[config.mk]
export PLATFORM = sky130hd
export DESIGN_NAME = pwm_chain
export DESIGN_NICKNAME = d
export VERILOG_FILES = /design/src/hw/pwm_pkg.sv /design/src/hw/pwm_chain.sv /design/src/hw/pwm_compare.sv /design/src/hw/pwm_counter.sv /design/src/hw/pwm_dead_time.sv /design/src/hw/pwm_pin_control.sv /design/src/hw/pwm_registers.sv
export SDC_FILE = /design/constraint.sdc
export NUM_CORES = 1
export LEC_CHECK = 0
export BUFFER_PORTS_ARGS = -buffer_cell sky130_fd_sc_hd__buf_2
export CORE_MARGIN = 2
export CORE_UTILIZATION = 25
export CTS_CLUSTER_SIZE = 10
export DETAILED_ROUTE_END_ITERATION = 8
export PLACE_DENSITY_LB_ADDON = 0.2
export SYNTH_ARGS = -nofsm -noshare
export SYNTH_HDL_FRONTEND = slang
export SYNTH_HIERARCHICAL = 1
export SYNTH_SLANG_ARGS = --single-unit
[constraint.sdc]
create_clock -name clock -period 5.9 [get_ports clock]
set_clock_uncertainty 0.2 [all_clocks]
set_input_delay 0.295 -clock clock [delete_from_list [all_inputs] [get_ports clock]]
set_output_delay 0.295 -clock clock [all_outputs]
set_load 0.1 [all_outputs]
[src/hw/pwm_pkg.sv]
// ------------------------------------------------
// PWM shared definitions
// Widths, register map, counter modes and the
// register word layouts used by the PWM chain
// ------------------------------------------------
package pwm_pkg;

    localparam int COUNTER_WIDTH = 16;
    localparam int DATA_WIDTH = 32;
    localparam int ADDR_WIDTH = 5;
    localparam int MAX_CHANNELS = 8;
    localparam int DEADTIME_WIDTH = 8;

    // Global registers sit at the bottom of the map, channel banks above
    localparam logic [ADDR_WIDTH-1:0] ADDR_CTRL = 'd0;
    localparam logic [ADDR_WIDTH-1:0] ADDR_START = 'd1;
    localparam logic [ADDR_WIDTH-1:0] ADDR_STOP = 'd2;
    localparam logic [ADDR_WIDTH-1:0] ADDR_THR_RISE_BASE = 'd8;
    localparam logic [ADDR_WIDTH-1:0] ADDR_THR_FALL_BASE = 'd16;
    localparam logic [ADDR_WIDTH-1:0] ADDR_CHAN_CFG_BASE = 'd24;

    typedef enum logic {
        COUNT_EDGE = 1'b0,
        COUNT_CENTRE = 1'b1
    } counter_mode_e;

    typedef struct packed {
        logic [22:0] reserved;
        counter_mode_e mode;
        logic [7:0] prescale;
    } pwm_ctrl_s;

    typedef struct packed {
        logic [20:0] reserved;
        logic dead_time_enable;
        logic enable_b;
        logic enable_a;
        logic [DEADTIME_WIDTH-1:0] dead_time;
    } pwm_chan_cfg_s;

    typedef union packed {
        logic [DATA_WIDTH-1:0] raw;
        pwm_ctrl_s ctrl;
        pwm_chan_cfg_s chan;
    } pwm_word_u;

endpackage

[src/hw/pwm_chain.sv]
// ------------------------------------------------
// PWM modulator chain
// Run gating and wiring of the register file,
// time base, compare unit and output channels
// ------------------------------------------------
`timescale 1ns/10ps

module pwm_chain #(
    parameter int N_CHANNELS = 4
) (
    input  logic clock,
    input  logic reset,
    input  logic run,
    input  logic stop_request,
    input  logic sync,
    input  logic reg_write,
    input  logic [pwm_pkg::ADDR_WIDTH-1:0] reg_addr,
    input  logic [pwm_pkg::DATA_WIDTH-1:0] reg_write_data,
    input  logic [pwm_pkg::ADDR_WIDTH-1:0] reg_read_addr,
    output logic [pwm_pkg::DATA_WIDTH-1:0] reg_read_data,
    output logic counter_status,
    output logic [N_CHANNELS-1:0] out_a,
    output logic [N_CHANNELS-1:0] out_b
);
    import pwm_pkg::*;

    logic counter_running;
    logic [7:0] prescale;
    counter_mode_e mode;
    logic [COUNTER_WIDTH-1:0] start_value;
    logic [COUNTER_WIDTH-1:0] stop_value;
    logic [COUNTER_WIDTH-1:0] count;
    logic reload;
    logic [COUNTER_WIDTH-1:0] thr_rise [N_CHANNELS];
    logic [COUNTER_WIDTH-1:0] thr_fall [N_CHANNELS];
    logic [N_CHANNELS-1:0] enable_a;
    logic [N_CHANNELS-1:0] enable_b;
    logic [N_CHANNELS-1:0] dead_time_enable;
    logic [DEADTIME_WIDTH-1:0] dead_time [N_CHANNELS];
    logic [N_CHANNELS-1:0] match_rise;
    logic [N_CHANNELS-1:0] match_fall;
    logic [N_CHANNELS-1:0] pin_a;
    logic [N_CHANNELS-1:0] pin_b;

    if ((N_CHANNELS < 1) || (N_CHANNELS > MAX_CHANNELS)) begin : check_channels
        $error("N_CHANNELS must lie between 1 and MAX_CHANNELS");
    end

    // External run level qualified by the stop request, one cycle late
    always_ff @(posedge clock) begin
        if (!reset) begin
            counter_running <= 1'b0;
        end else begin
            counter_running <= run && !stop_request;
        end
    end

    assign counter_status = counter_running;

    pwm_registers #(
        .N_CHANNELS(N_CHANNELS)
    ) registers (
        .clock(clock),
        .reset(reset),
        .reg_write(reg_write),
        .reg_addr(reg_addr),
        .reg_write_data(reg_write_data),
        .reg_read_addr(reg_read_addr),
        .reg_read_data(reg_read_data),
        .prescale(prescale),
        .mode(mode),
        .start_value(start_value),
        .stop_value(stop_value),
        .thr_rise(thr_rise),
        .thr_fall(thr_fall),
        .enable_a(enable_a),
        .enable_b(enable_b),
        .dead_time_enable(dead_time_enable),
        .dead_time(dead_time)
    );

    pwm_counter counter (
        .clock(clock),
        .reset(reset),
        .running(counter_running),
        .sync(sync),
        .prescale(prescale),
        .mode(mode),
        .start_value(start_value),
        .stop_value(stop_value),
        .count(count),
        .reload(reload)
    );

    pwm_compare #(
        .N_CHANNELS(N_CHANNELS)
    ) compare (
        .clock(clock),
        .reset(reset),
        .running(counter_running),
        .count(count),
        .reload(reload),
        .thr_rise(thr_rise),
        .thr_fall(thr_fall),
        .match_rise(match_rise),
        .match_fall(match_fall)
    );

    for (genvar i = 0; i < N_CHANNELS; i++) begin : channel
        pwm_pin_control pin_control (
            .clock(clock),
            .reset(reset),
            .match_rise(match_rise[i]),
            .match_fall(match_fall[i]),
            .enable_a(enable_a[i]),
            .enable_b(enable_b[i]),
            .running(counter_running),
            .pin_a(pin_a[i]),
            .pin_b(pin_b[i])
        );

        pwm_dead_time dead_time_gen (
            .clock(clock),
            .reset(reset),
            .enable(dead_time_enable[i]),
            .dead_time(dead_time[i]),
            .in_a(pin_a[i]),
            .in_b(pin_b[i]),
            .out_a(out_a[i]),
            .out_b(out_b[i])
        );
    end

endmodule

[src/hw/pwm_compare.sv]
// ------------------------------------------------
// PWM compare unit
// Shadow thresholds loaded at period reload and
// registered rise and fall match per channel
// ------------------------------------------------
`timescale 1ns/10ps

module pwm_compare #(
    parameter int N_CHANNELS = 4
) (
    input  logic clock,
    input  logic reset,
    input  logic running,
    input  logic [pwm_pkg::COUNTER_WIDTH-1:0] count,
    input  logic reload,
    input  logic [pwm_pkg::COUNTER_WIDTH-1:0] thr_rise [N_CHANNELS],
    input  logic [pwm_pkg::COUNTER_WIDTH-1:0] thr_fall [N_CHANNELS],
    output logic [N_CHANNELS-1:0] match_rise,
    output logic [N_CHANNELS-1:0] match_fall
);
    import pwm_pkg::*;

    // Working copies, so a mid-period write waits for the next period
    logic [COUNTER_WIDTH-1:0] shadow_rise [N_CHANNELS];
    logic [COUNTER_WIDTH-1:0] shadow_fall [N_CHANNELS];

    always_ff @(posedge clock) begin
        if (!reset) begin
            match_rise <= '0;
            match_fall <= '0;
            for (int i = 0; i < N_CHANNELS; i++) begin
                shadow_rise[i] <= '0;
                shadow_fall[i] <= '0;
            end
        end else begin
            for (int i = 0; i < N_CHANNELS; i++) begin
                if (reload) begin
                    shadow_rise[i] <= thr_rise[i];
                    shadow_fall[i] <= thr_fall[i];
                end
                // The reload cycle itself still compares against the old period
                match_rise[i] <= running && (count == shadow_rise[i]);
                match_fall[i] <= running && (count == shadow_fall[i]);
            end
        end
    end

endmodule

[src/hw/pwm_counter.sv]
// ------------------------------------------------
// PWM time base
// Prescaled counter running in edge or centre
// mode, with sync restart and a period reload pulse
// ------------------------------------------------
`timescale 1ns/10ps

module pwm_counter (
    input  logic clock,
    input  logic reset,
    input  logic running,
    input  logic sync,
    input  logic [7:0] prescale,
    input  pwm_pkg::counter_mode_e mode,
    input  logic [pwm_pkg::COUNTER_WIDTH-1:0] start_value,
    input  logic [pwm_pkg::COUNTER_WIDTH-1:0] stop_value,
    output logic [pwm_pkg::COUNTER_WIDTH-1:0] count,
    output logic reload
);
    import pwm_pkg::*;

    logic [7:0] prescale_count;
    logic count_down;
    logic tick;
    logic out_of_range;
    logic wrap;
    logic count_down_next;
    logic [COUNTER_WIDTH-1:0] count_next;

    // A lowered divider must not leave the prescaler counting past it
    assign tick = running && (prescale_count >= prescale);
    assign out_of_range = (count < start_value) || (count > stop_value);

    always_comb begin
        count_next = count;
        count_down_next = count_down;
        wrap = 1'b0;
        if (out_of_range) begin
            // Limits moved under the count, restart the period
            count_next = start_value;
            count_down_next = 1'b0;
            wrap = 1'b1;
        end else if (mode == COUNT_EDGE) begin
            count_down_next = 1'b0;
            if (count == stop_value) begin
                count_next = start_value;
                wrap = 1'b1;
            end else begin
                count_next = count + 1'b1;
            end
        end else if (!count_down) begin
            if (count != stop_value) begin
                count_next = count + 1'b1;
            end else begin
                count_down_next = 1'b1;
                if (count != start_value) begin
                    count_next = count - 1'b1;
                end
            end
        end else begin
            if (count != start_value) begin
                count_next = count - 1'b1;
            end else begin
                // The turn at the bottom closes a centre period
                count_down_next = 1'b0;
                wrap = 1'b1;
                if (count != stop_value) begin
                    count_next = count + 1'b1;
                end
            end
        end
    end

    always_ff @(posedge clock) begin
        if (!reset) begin
            count <= '0;
            count_down <= 1'b0;
            prescale_count <= '0;
            reload <= 1'b0;
        end else if (sync) begin
            count <= start_value;
            count_down <= 1'b0;
            prescale_count <= '0;
            reload <= 1'b1;
        end else begin
            reload <= tick && wrap;
            if (tick) begin
                prescale_count <= '0;
                count <= count_next;
                count_down <= count_down_next;
            end else if (running) begin
                prescale_count <= prescale_count + 1'b1;
            end
        end
    end

    count_in_range: assert property (@(posedge clock) disable iff (!reset)
        ((tick || sync) && (start_value <= stop_value))
        |=> (count >= $past(start_value)) && (count <= $past(stop_value)));

endmodule

[src/hw/pwm_dead_time.sv]
// ------------------------------------------------
// PWM dead-time generator
// Delays the rising edge of each side of an A/B
// pair, falling edges pass straight through
// ------------------------------------------------
`timescale 1ns/10ps

module pwm_dead_time (
    input  logic clock,
    input  logic reset,
    input  logic enable,
    input  logic [pwm_pkg::DEADTIME_WIDTH-1:0] dead_time,
    input  logic in_a,
    input  logic in_b,
    output logic out_a,
    output logic out_b
);
    import pwm_pkg::*;

    // Index 0 is side A, index 1 is side B
    logic [1:0] in_pair;
    logic [1:0] out_pair;
    logic [DEADTIME_WIDTH-1:0] delay_count [2];

    assign in_pair = {in_b, in_a};
    assign out_a = out_pair[0];
    assign out_b = out_pair[1];

    always_ff @(posedge clock) begin
        if (!reset) begin
            out_pair <= '0;
            delay_count[0] <= '0;
            delay_count[1] <= '0;
        end else begin
            for (int side = 0; side < 2; side++) begin
                if (!in_pair[side]) begin
                    // While low keep the counter primed with the current dead time
                    out_pair[side] <= 1'b0;
                    delay_count[side] <= dead_time;
                end else if (!enable || (delay_count[side] == '0)) begin
                    out_pair[side] <= 1'b1;
                end else begin
                    delay_count[side] <= delay_count[side] - 1'b1;
                end
            end
        end
    end

    no_overlap: assert property (@(posedge clock) disable iff (!reset)
        enable |-> !(out_a && out_b));

endmodule

[src/hw/pwm_pin_control.sv]
// ------------------------------------------------
// PWM pin control
// Set/reset level of one channel driving the
// complementary A and B pins with their enables
// ------------------------------------------------
`timescale 1ns/10ps

module pwm_pin_control (
    input  logic clock,
    input  logic reset,
    input  logic match_rise,
    input  logic match_fall,
    input  logic enable_a,
    input  logic enable_b,
    input  logic running,
    output logic pin_a,
    output logic pin_b
);

    logic level;
    logic level_next;

    // Clearing beats setting when both thresholds hit together
    always_comb begin
        level_next = level;
        if (match_fall) begin
            level_next = 1'b0;
        end else if (match_rise) begin
            level_next = 1'b1;
        end
    end

    always_ff @(posedge clock) begin
        if (!reset) begin
            level <= 1'b0;
            pin_a <= 1'b0;
            pin_b <= 1'b0;
        end else begin
            level <= level_next;
            pin_a <= level_next && enable_a && running;
            pin_b <= !level_next && enable_b && running;
        end
    end

    // Pin A turns on only after a rise match or when its gate opens on a held level
    set_after_rise: assert property (@(posedge clock) disable iff (!reset)
        $rose(pin_a) |-> $past(match_rise) || !$past(enable_a, 2) || !$past(running, 2));

endmodule

[src/hw/pwm_registers.sv]
// ------------------------------------------------
// PWM register file
// Holds counter setup, thresholds and channel
// configuration behind a write strobe port with
// a registered read-back path
// ------------------------------------------------
`timescale 1ns/10ps

module pwm_registers #(
    parameter int N_CHANNELS = 4
) (
    input  logic clock,
    input  logic reset,
    input  logic reg_write,
    input  logic [pwm_pkg::ADDR_WIDTH-1:0] reg_addr,
    input  logic [pwm_pkg::DATA_WIDTH-1:0] reg_write_data,
    input  logic [pwm_pkg::ADDR_WIDTH-1:0] reg_read_addr,
    output logic [pwm_pkg::DATA_WIDTH-1:0] reg_read_data,
    output logic [7:0] prescale,
    output pwm_pkg::counter_mode_e mode,
    output logic [pwm_pkg::COUNTER_WIDTH-1:0] start_value,
    output logic [pwm_pkg::COUNTER_WIDTH-1:0] stop_value,
    output logic [pwm_pkg::COUNTER_WIDTH-1:0] thr_rise [N_CHANNELS],
    output logic [pwm_pkg::COUNTER_WIDTH-1:0] thr_fall [N_CHANNELS],
    output logic [N_CHANNELS-1:0] enable_a,
    output logic [N_CHANNELS-1:0] enable_b,
    output logic [N_CHANNELS-1:0] dead_time_enable,
    output logic [pwm_pkg::DEADTIME_WIDTH-1:0] dead_time [N_CHANNELS]
);
    import pwm_pkg::*;

    pwm_word_u write_word;
    pwm_word_u read_word;

    assign write_word.raw = reg_write_data;

    always_ff @(posedge clock) begin
        if (!reset) begin
            prescale <= '0;
            mode <= COUNT_EDGE;
            start_value <= '0;
            // The period starts as wide as the counter allows
            stop_value <= '1;
            enable_a <= '0;
            enable_b <= '0;
            dead_time_enable <= '0;
            for (int i = 0; i < N_CHANNELS; i++) begin
                thr_rise[i] <= '0;
                thr_fall[i] <= '0;
                dead_time[i] <= '0;
            end
        end else if (reg_write) begin
            case (reg_addr)
                ADDR_CTRL: begin
                    prescale <= write_word.ctrl.prescale;
                    mode <= write_word.ctrl.mode;
                end
                ADDR_START: start_value <= write_word.raw[COUNTER_WIDTH-1:0];
                ADDR_STOP: stop_value <= write_word.raw[COUNTER_WIDTH-1:0];
                default: ;
            endcase
            // Channel banks, addresses past the last channel fall through unmapped
            for (int i = 0; i < N_CHANNELS; i++) begin
                if (reg_addr == ADDR_WIDTH'(ADDR_THR_RISE_BASE + i)) begin
                    thr_rise[i] <= write_word.raw[COUNTER_WIDTH-1:0];
                end
                if (reg_addr == ADDR_WIDTH'(ADDR_THR_FALL_BASE + i)) begin
                    thr_fall[i] <= write_word.raw[COUNTER_WIDTH-1:0];
                end
                if (reg_addr == ADDR_WIDTH'(ADDR_CHAN_CFG_BASE + i)) begin
                    dead_time[i] <= write_word.chan.dead_time;
                    enable_a[i] <= write_word.chan.enable_a;
                    enable_b[i] <= write_word.chan.enable_b;
                    dead_time_enable[i] <= write_word.chan.dead_time_enable;
                end
            end
        end
    end

    always_comb begin
        read_word.raw = '0;
        case (reg_read_addr)
            ADDR_CTRL: begin
                read_word.ctrl.prescale = prescale;
                read_word.ctrl.mode = mode;
            end
            ADDR_START: read_word.raw[COUNTER_WIDTH-1:0] = start_value;
            ADDR_STOP: read_word.raw[COUNTER_WIDTH-1:0] = stop_value;
            default: ;
        endcase
        for (int i = 0; i < N_CHANNELS; i++) begin
            if (reg_read_addr == ADDR_WIDTH'(ADDR_THR_RISE_BASE + i)) begin
                read_word.raw[COUNTER_WIDTH-1:0] = thr_rise[i];
            end
            if (reg_read_addr == ADDR_WIDTH'(ADDR_THR_FALL_BASE + i)) begin
                read_word.raw[COUNTER_WIDTH-1:0] = thr_fall[i];
            end
            if (reg_read_addr == ADDR_WIDTH'(ADDR_CHAN_CFG_BASE + i)) begin
                read_word.chan.dead_time = dead_time[i];
                read_word.chan.enable_a = enable_a[i];
                read_word.chan.enable_b = enable_b[i];
                read_word.chan.dead_time_enable = dead_time_enable[i];
            end
        end
    end

    always_ff @(posedge clock) begin
        if (!reset) begin
            reg_read_data <= '0;
        end else begin
            reg_read_data <= read_word.raw;
        end
    end

endmodule

Word-level counts from Yosys, hierarchy flattened. Memory sizes are Yosys's and may differ from the RTL's. Cells that the tools add are included.

Register bits: 300. Bits in writable memories: 192. Input port bits: 48. Output and inout port bits: 41. Memories: 6.

Add/subtract/negate cells: 11. Magnitude comparators: 3. Eq/ne operators: 40. Multiplexer cells: 127. Bitwise logic cells: 25. Reductions and logical operators: 82.

Memory list: compare.shadow_fall (depth 4, bits a word 16, rd ports 4, clocked after Yosys merged registers in 0, write ports 4, line pwm_compare.sv:25) `logic [COUNTER_WIDTH-1:0] shadow_fall [N_CHANNELS];`; compare.shadow_rise (depth 4, bits a word 16, rd ports 4, clocked after Yosys merged registers in 0, write ports 4, line pwm_compare.sv:24) `logic [COUNTER_WIDTH-1:0] shadow_rise [N_CHANNELS];`; channel[0].dead_time_gen.delay_count (depth 2, bits a word 8, rd ports 2, clocked after Yosys merged registers in 0, write ports 2, line pwm_dead_time.sv:23) `logic [DEADTIME_WIDTH-1:0] delay_count [2];`; channel[1].dead_time_gen.delay_count (depth 2, bits a word 8, rd ports 2, clocked after Yosys merged registers in 0, write ports 2, line pwm_dead_time.sv:23); channel[2].dead_time_gen.delay_count (depth 2, bits a word 8, rd ports 2, clocked after Yosys merged registers in 0, write ports 2, line pwm_dead_time.sv:23); channel[3].dead_time_gen.delay_count (depth 2, bits a word 8, rd ports 2, clocked after Yosys merged registers in 0, write ports 2, line pwm_dead_time.sv:23).

Operators by type and width (count): $mux 16 (26); $eq 16x16->1 (9); $mux 8 (16); $eq 5x5->1 const B (16); $mux 1 (79); $logic_not 8->1 (8); $sub 8x1->8 const B (8); $reduce_and 2->1 (24); $mux 11 (4); $eq 5x4->1 const B (8); $ne 16x16->1 (2); $logic_and 1x1->1 (27); $pmux 9 s3 (1); $or 1x1->1 (24); $add 16x1->16 const B (1); $gt 16x16->1 (1); $lt 16x16->1 (1); $sub 16x1->16 const B (1); $pmux 7 s2 (1); $eq 5x1->1 const B (2); $eq 5x2->1 const B (2); $logic_not 5->1 (2); $logic_not 1->1 (9); $logic_or 1x1->1 (9); 7 further kinds (7).

Longest topological paths before layout.
Word-level depth: 14. Gate-level depth with buffers: 10.

Hierarchy. The synthesis kept the hierarchy.

By module, submodules not included: pwm_registers (times used 1, cells an instance 1195, area each 11205.7 sq um); pwm_compare (times used 1, cells an instance 486, area each 6553.8 sq um); pwm_dead_time (times used 4, cells an instance 108, area each 1141.1 sq um); pwm_counter (times used 1, cells an instance 375, area each 2817.7 sq um); pwm_pin_control (times used 4, cells an instance 9, area each 103.8 sq um); pwm_chain (times used 1, cells an instance 2, area each 28.8 sq um).

Worst setup path before layout. OpenSTA, ideal clock, no wires.

Path type: flip-flop to flip-flop. Start point: register counter.reload. End point: memory compare.shadow_fall[0][0] (enable). Setup time: 0.510 ns. Data arrival time: 3.668 ns. Data required time: 5.190 ns. Path slack: 1.523 ns. Stages on the path, launching flop included: 3. Path through: dfxtp_1 clkbuf_1 nand2b_1.

RTL lines: start, declared (line pwm_counter.sv:18) `output logic reload`; start signal, assigned (line pwm_counter.sv:86) `reload <= tick && wrap;`; end, declared (line pwm_compare.sv:25).

Worst setup path after layout.
Start point: register counter/count[0] (netlist name). End point: register counter/count[2] (netlist name).

Word-level cells in the longest chain between the ends: 8.

Ends and longest elaborated chain: start, declared (line pwm_counter.sv:17) `output logic [pwm_pkg::COUNTER_WIDTH-1:0] count,`; start signal, assigned (line pwm_counter.sv:81) `count <= start_value;`; start signal, assigned (line pwm_counter.sv:89) `count <= count_next;`; $sub 16x1->16 or $add 16x1->16 (tied branches); $mux 16 (on tied branches) (line pwm_counter.sv:56, pwm_counter.sv:67); $mux 16 (on tied branches) (line pwm_counter.sv:52, pwm_counter.sv:61); $mux 16 (line pwm_counter.sv:51) `end else if (!count_down) begin`; $mux 16 (line pwm_counter.sv:43) `end else if (mode == COUNT_EDGE) begin`; $mux 16 (line pwm_counter.sv:38) `if (out_of_range) begin`; $mux 16 (line pwm_counter.sv:87) `if (tick) begin`; $mux 16 (line pwm_counter.sv:80) `end else if (sync) begin`.

Parallel ways exist; a longest one is shown, timed or not. The select of a mux whose other input is x is not followed. A chain may end at the register's enable or synchronous reset.

==> impl_metrics.sql <==
INSERT INTO impl_metrics (metric_group, metric, value, unit) VALUES
('setup_path', 'reg2reg_setup_slack', '1.66', 'ns'),
('synth', 'synth.distinct_cells', '91', ''),
('floorplan', 'design.die.area', '0.1049', 'mm²'),
('clock_tree', 'tritoncts', 'yes', ''),
('routing', 'vias_per_cell', '4.904', ''),
('setup_path', 'crit_path_end_kind', 'flop', ''),
('final_layout', 'post_route_cells_drive_above_1_share', '10.56', '%'),
('floorplan', 'die_w', '323.9', 'µm'),
('setup_path', 'critPathArrivalTime', '4.61', 'ns'),
('global_route', 'grt_antenna_before_repair', '5', ''),
('global_route', 'grt_pass1_wl', '134.2', 'mm'),
('synth', 'synth_top_area_cell', 'edfxtp_1', ''),
('clock_tree', 'ctsResizeCount', '0', ''),
('routing', 'drt-wirelength-per-cell', '23.59', 'µm'),
('synth', 'synth-xor-area-share', '6.333', '%'),
('routing', 'firstDrtPassIters', '5', ''),
('final_layout', 'finish.net_count', '2622', ''),
('routing', 'ant_nets', '0', ''),
('power_and_ir_drop', 'vdd.ir_drop.worst', '0.2176', 'mV'),
('placed_design', 'placement.cell_area', '0.02701', 'mm²'),
('synth', 'synthMuxAreaShare', '8.553', '%'),
('global_route', 'largest_net_degree_at_the_start_of_global_routing', '126', ''),
('clock_tree', 'cts_buffer_depth', '3', ''),
('worst_hold_path', 'min-delay-start', 'sync', ''),
('clock_tree', 'clock_insertion_delay_worst_skew', '0.64', 'ns'),
('global_route', 'vias_in_the_first_global_route', '19169', ''),
('synth', 'synth_simple_gate_area_share', '20.29', '%'),
('timing', 'min_period', '4.236', 'ns'),
('final_layout', 'layout.cell_area.non_filler', '0.02893', 'mm²'),
('power_and_ir_drop', 'power_density', '275.3', 'mW/mm²'),
('synth', 'ys_seq_elements', '476', ''),
('timing', 'setup_total_negative_slack', '0', 'ns'),
('status', 'run_status', 'finished, final reports clean', ''),
('synth', 'synthFlopType', 'dfxtp_1', ''),
('flow_run', 'max_cap_viol_count', '0', ''),
('synth', 'postSynthAreaPerCell', '10.13', 'µm²'),
('synth', 'share_of_the_yosys_chip_area_belonging_to_registers', '44.76', '%'),
('global_route', 'total_congestion_overflow', '0', ''),
('clock_tree', 'cts-root-buf', 'clkbuf_16', ''),
('worst_hold_path', 'min_path_type', 'in -> reg', ''),
('setup_path', 'worst-setup-path-type', 'reg -> reg', ''),
('synth', 'synthesis.instances', '2526', ''),
('synth', 'synth-edff-count', '192', ''),
('synth', 'yosys-top-cells-area', 'edfxtp_1 23%, dfxtp_1 22%, mux2i_1 8.0%, xor2_1 5.5%, nor2b_1 5.2%', ''),
('final_layout', 'final.fill_count', '10733', ''),
('power_and_ir_drop', 'leakage', '12.29', 'nW'),
('timing', 'timing_worst_slew_pin_value', '1.259', 'ns'),
('routing', 'drt-initial-drc-count', '1313', ''),
('timing', 'finalHoldViolations', '0', ''),
('setup_path', 'worst_r2r_startpoint', 'counter/count[0]', ''),
('global_route', 'groute.usage.overall', '17.43', '%'),
('synth', 'post_synth_fa_ha_maj_area_fraction', '2.885', '%'),
('setup_path', 'worst_ep_required_time', '6.27', 'ns'),
('timing', 'final-max-slew-violation-count', '0', ''),
('clock_tree', 'cts_sinks', '476', ''),
('routing', 'route.detailed.drc', '0', ''),
('placed_design', 'place.detailed.hpwl', '64.61', 'mm'),
('setup_path', 'critPathMaxFanout', '13', ''),
('floorplan', 'placeableCoreArea', '0.1016', 'mm²'),
('floorplan', 'floorplan.die.height', '323.9', 'µm'),
('worst_hold_path', 'min_delay_worst_endpoint', 'counter/reload', ''),
('worst_hold_path', 'hold_path_depth', '4', ''),
('synth', 'ys_warn_count', '6', ''),
('synth', 'async_reset_ff_share', '0', '%'),
('final_layout', 'register_area', '0.01145', 'mm²'),
('clock_tree', 'htree_levels', '2', ''),
('synth', 'synthesized_cell_area', '0.02559', 'mm²'),
('synth', 'share_of_the_synthesized_area_in_the_top_cell_type', '22.53', '%'),
('clock_tree', 'clkSlewWorstSetupHoldPaths', '0.06', 'ns'),
('synth', 'synth-compound-area-share', '12.00', '%'),
('floorplan', 'initial_utilization', '25.18', '%');
==> timing repair <==
action / 4_1_cts / 5_1_grt
endpoints found under the hold margin: 53 / 0
setup buffers: 0 / 0
setup endpoints to repair: 0 / 0
hold buffers: 9 / 0
==> logic make-up (layout without fill, tap and decap cells) <==
logic type / count (synthesis) / after routing
AND/OR/NAND/NOR: 900 / 900
flip-flops: 476 / 476
AO/OA/AOI/OAI: 418 / 418
buffers and inverters: 270 / 295
multiplexers: 217 / 217
XOR/XNOR: 185 / 185
adder cells (fa/ha/maj): 59 / 59
other: 1 / 19
==> area by class of cell <==
type,count,share of cell area [%]
tap,1368,5.916
sequential,476,39.59
timing repair buffer,111,2.595
clock inverter,11,0.4281
clock buffer,101,5.890
multi-input combinational,1795,44.62
inverter,72,0.9341
antenna,3,0.02595
==> state kept, by name, summed over array words and instances (netlist names), 8 cells and up <==
| name | flops |
|---|---|
| registers/thr_fall | 64 |
| registers/prescale | 8 |
| counter/count | 16 |
| registers/dead_time | 32 |
| channel.dead_time_gen/out_pair | 8 |
| registers/stop_value | 16 |
| compare/shadow_rise | 64 |
| counter/prescale_count | 8 |
| registers/thr_rise | 64 |
| registers/reg_read_data | 16 |
| compare/shadow_fall | 64 |
| registers/start_value | 16 |
| channel.dead_time_gen/delay_count | 64 |
==> worst max path at each step <==
stage | cells after the start | slack (ns) | startpoint | endpoint
floorplan | 2 | 1.52 | counter/reload | compare/shadow_fall[0][0]
global placement | 9 | 1.71 | counter/count[0] | counter/count[2]
detailed placement | 9 | 1.68 | counter/count[0] | counter/count[2]
CTS | 9 | 1.64 | counter/count[0] | counter/count[2]
global route | 9 | 1.44 | counter/count[0] | counter/count[2]
finish | 9 | 1.66 | counter/count[0] | counter/count[2]
==> cell usage after synthesis (9+ instances only) <==
cell type  count
nor3_1        41
nand3_1       65
o211a_1       10
nor4_1        32
a2bb2oi_1     16
nand2b_1       9
o21ai_0       68
xor2_1       162
o22ai_2        9
o22ai_1       35
a211oi_1      29
nor3b_1       30
inv_1         72
clkbuf_1     103
nor4_4         9
nor3_2        10
mux2_2        10
nand2_1      156
a21oi_1       84
buf_2         39
and3_1       153
dfxtp_1      284
o311ai_1       9
xnor2_1       23
nor2_1       100
buf_4         28
mux2i_1      204
o211ai_1      10
ha_1          59
a311oi_1      11
nand4_1       22
nand3b_1      13
a21o_1         9
buf_6         20
edfxtp_1     192
nor2b_1      213
==> placed cells by master, fill, tap and decap left out, types with 22 or more instances in the layout <==
cell	instances
and3_1	153
o22ai_1	35
edfxtp_1	192
clkbuf_16	59
a21oi_1	83
a211oi_1	29
o21ai_0	68
buf_4	44
nor3_1	41
nor3b_1	28
buf_2	55
nor2_1	100
nand2_1	156
dfxtp_1	283
nor4_1	32
mux2i_1	204
inv_1	72
nand4_1	22
nor2b_1	212
nand3_1	65
xnor2_1	23
ha_1	59
xor2_1	162
clkbuf_1	35
==> where the power goes <==
| group | switching, mW | total, mW | leakage [nW] | internal (mW) |
|---|---|---|---|---|
| Combinational | 0.625 | 0.877 | 6.96 | 0.251 |
| Clock | 1.49 | 3.49 | 0.885 | 2.00 |
| Sequential | 0.0887 | 3.60 | 4.44 | 3.51 |
==> worst max-delay path, cell delays in order (launching register included) <==
cell and delay (ns):
dfxtp_1 0.95, inv_1 0.35, ha_1 0.38, nand4_1 0.14
nor4_1 0.72, a2bb2oi_1 0.44, buf_4 0.31, o221a_2 0.27
o32a_1 0.28, a21oi_1 0.13
==> per-layer routing <==
layer | vias to the layer above | share of wire (%) | track usage [%] | routed length [µm]
li1 | 9067 | - | - | -
met1 | 9473 | 46 | 23.93 | 42460
met2 | 603 | 45 | 27.48 | 41360
met3 | 161 | 6.0 | 2.822 | 5528
met4 | 4 | 3.8 | 6.348 | 3520
met5 | - | 0.020 | 0 | 19
==> stage by stage <==
step                      std cells  hold WS (ns)  setup WS, ns  power, mW  util, %
after global placement         3813        0.2766         1.708      4.525    26.58
after CTS                      3934      0.001638         1.642      8.041    28.47
after detailed placement       3813        0.2704         1.678      4.527    26.58
after floorplan                2541        0.2072         1.523      4.227        -
final                          3937       0.01967         1.664      7.965    28.48
after global routing           3935       0.01207         1.439      8.244    28.47
Power figures use the tool's default switching activity.
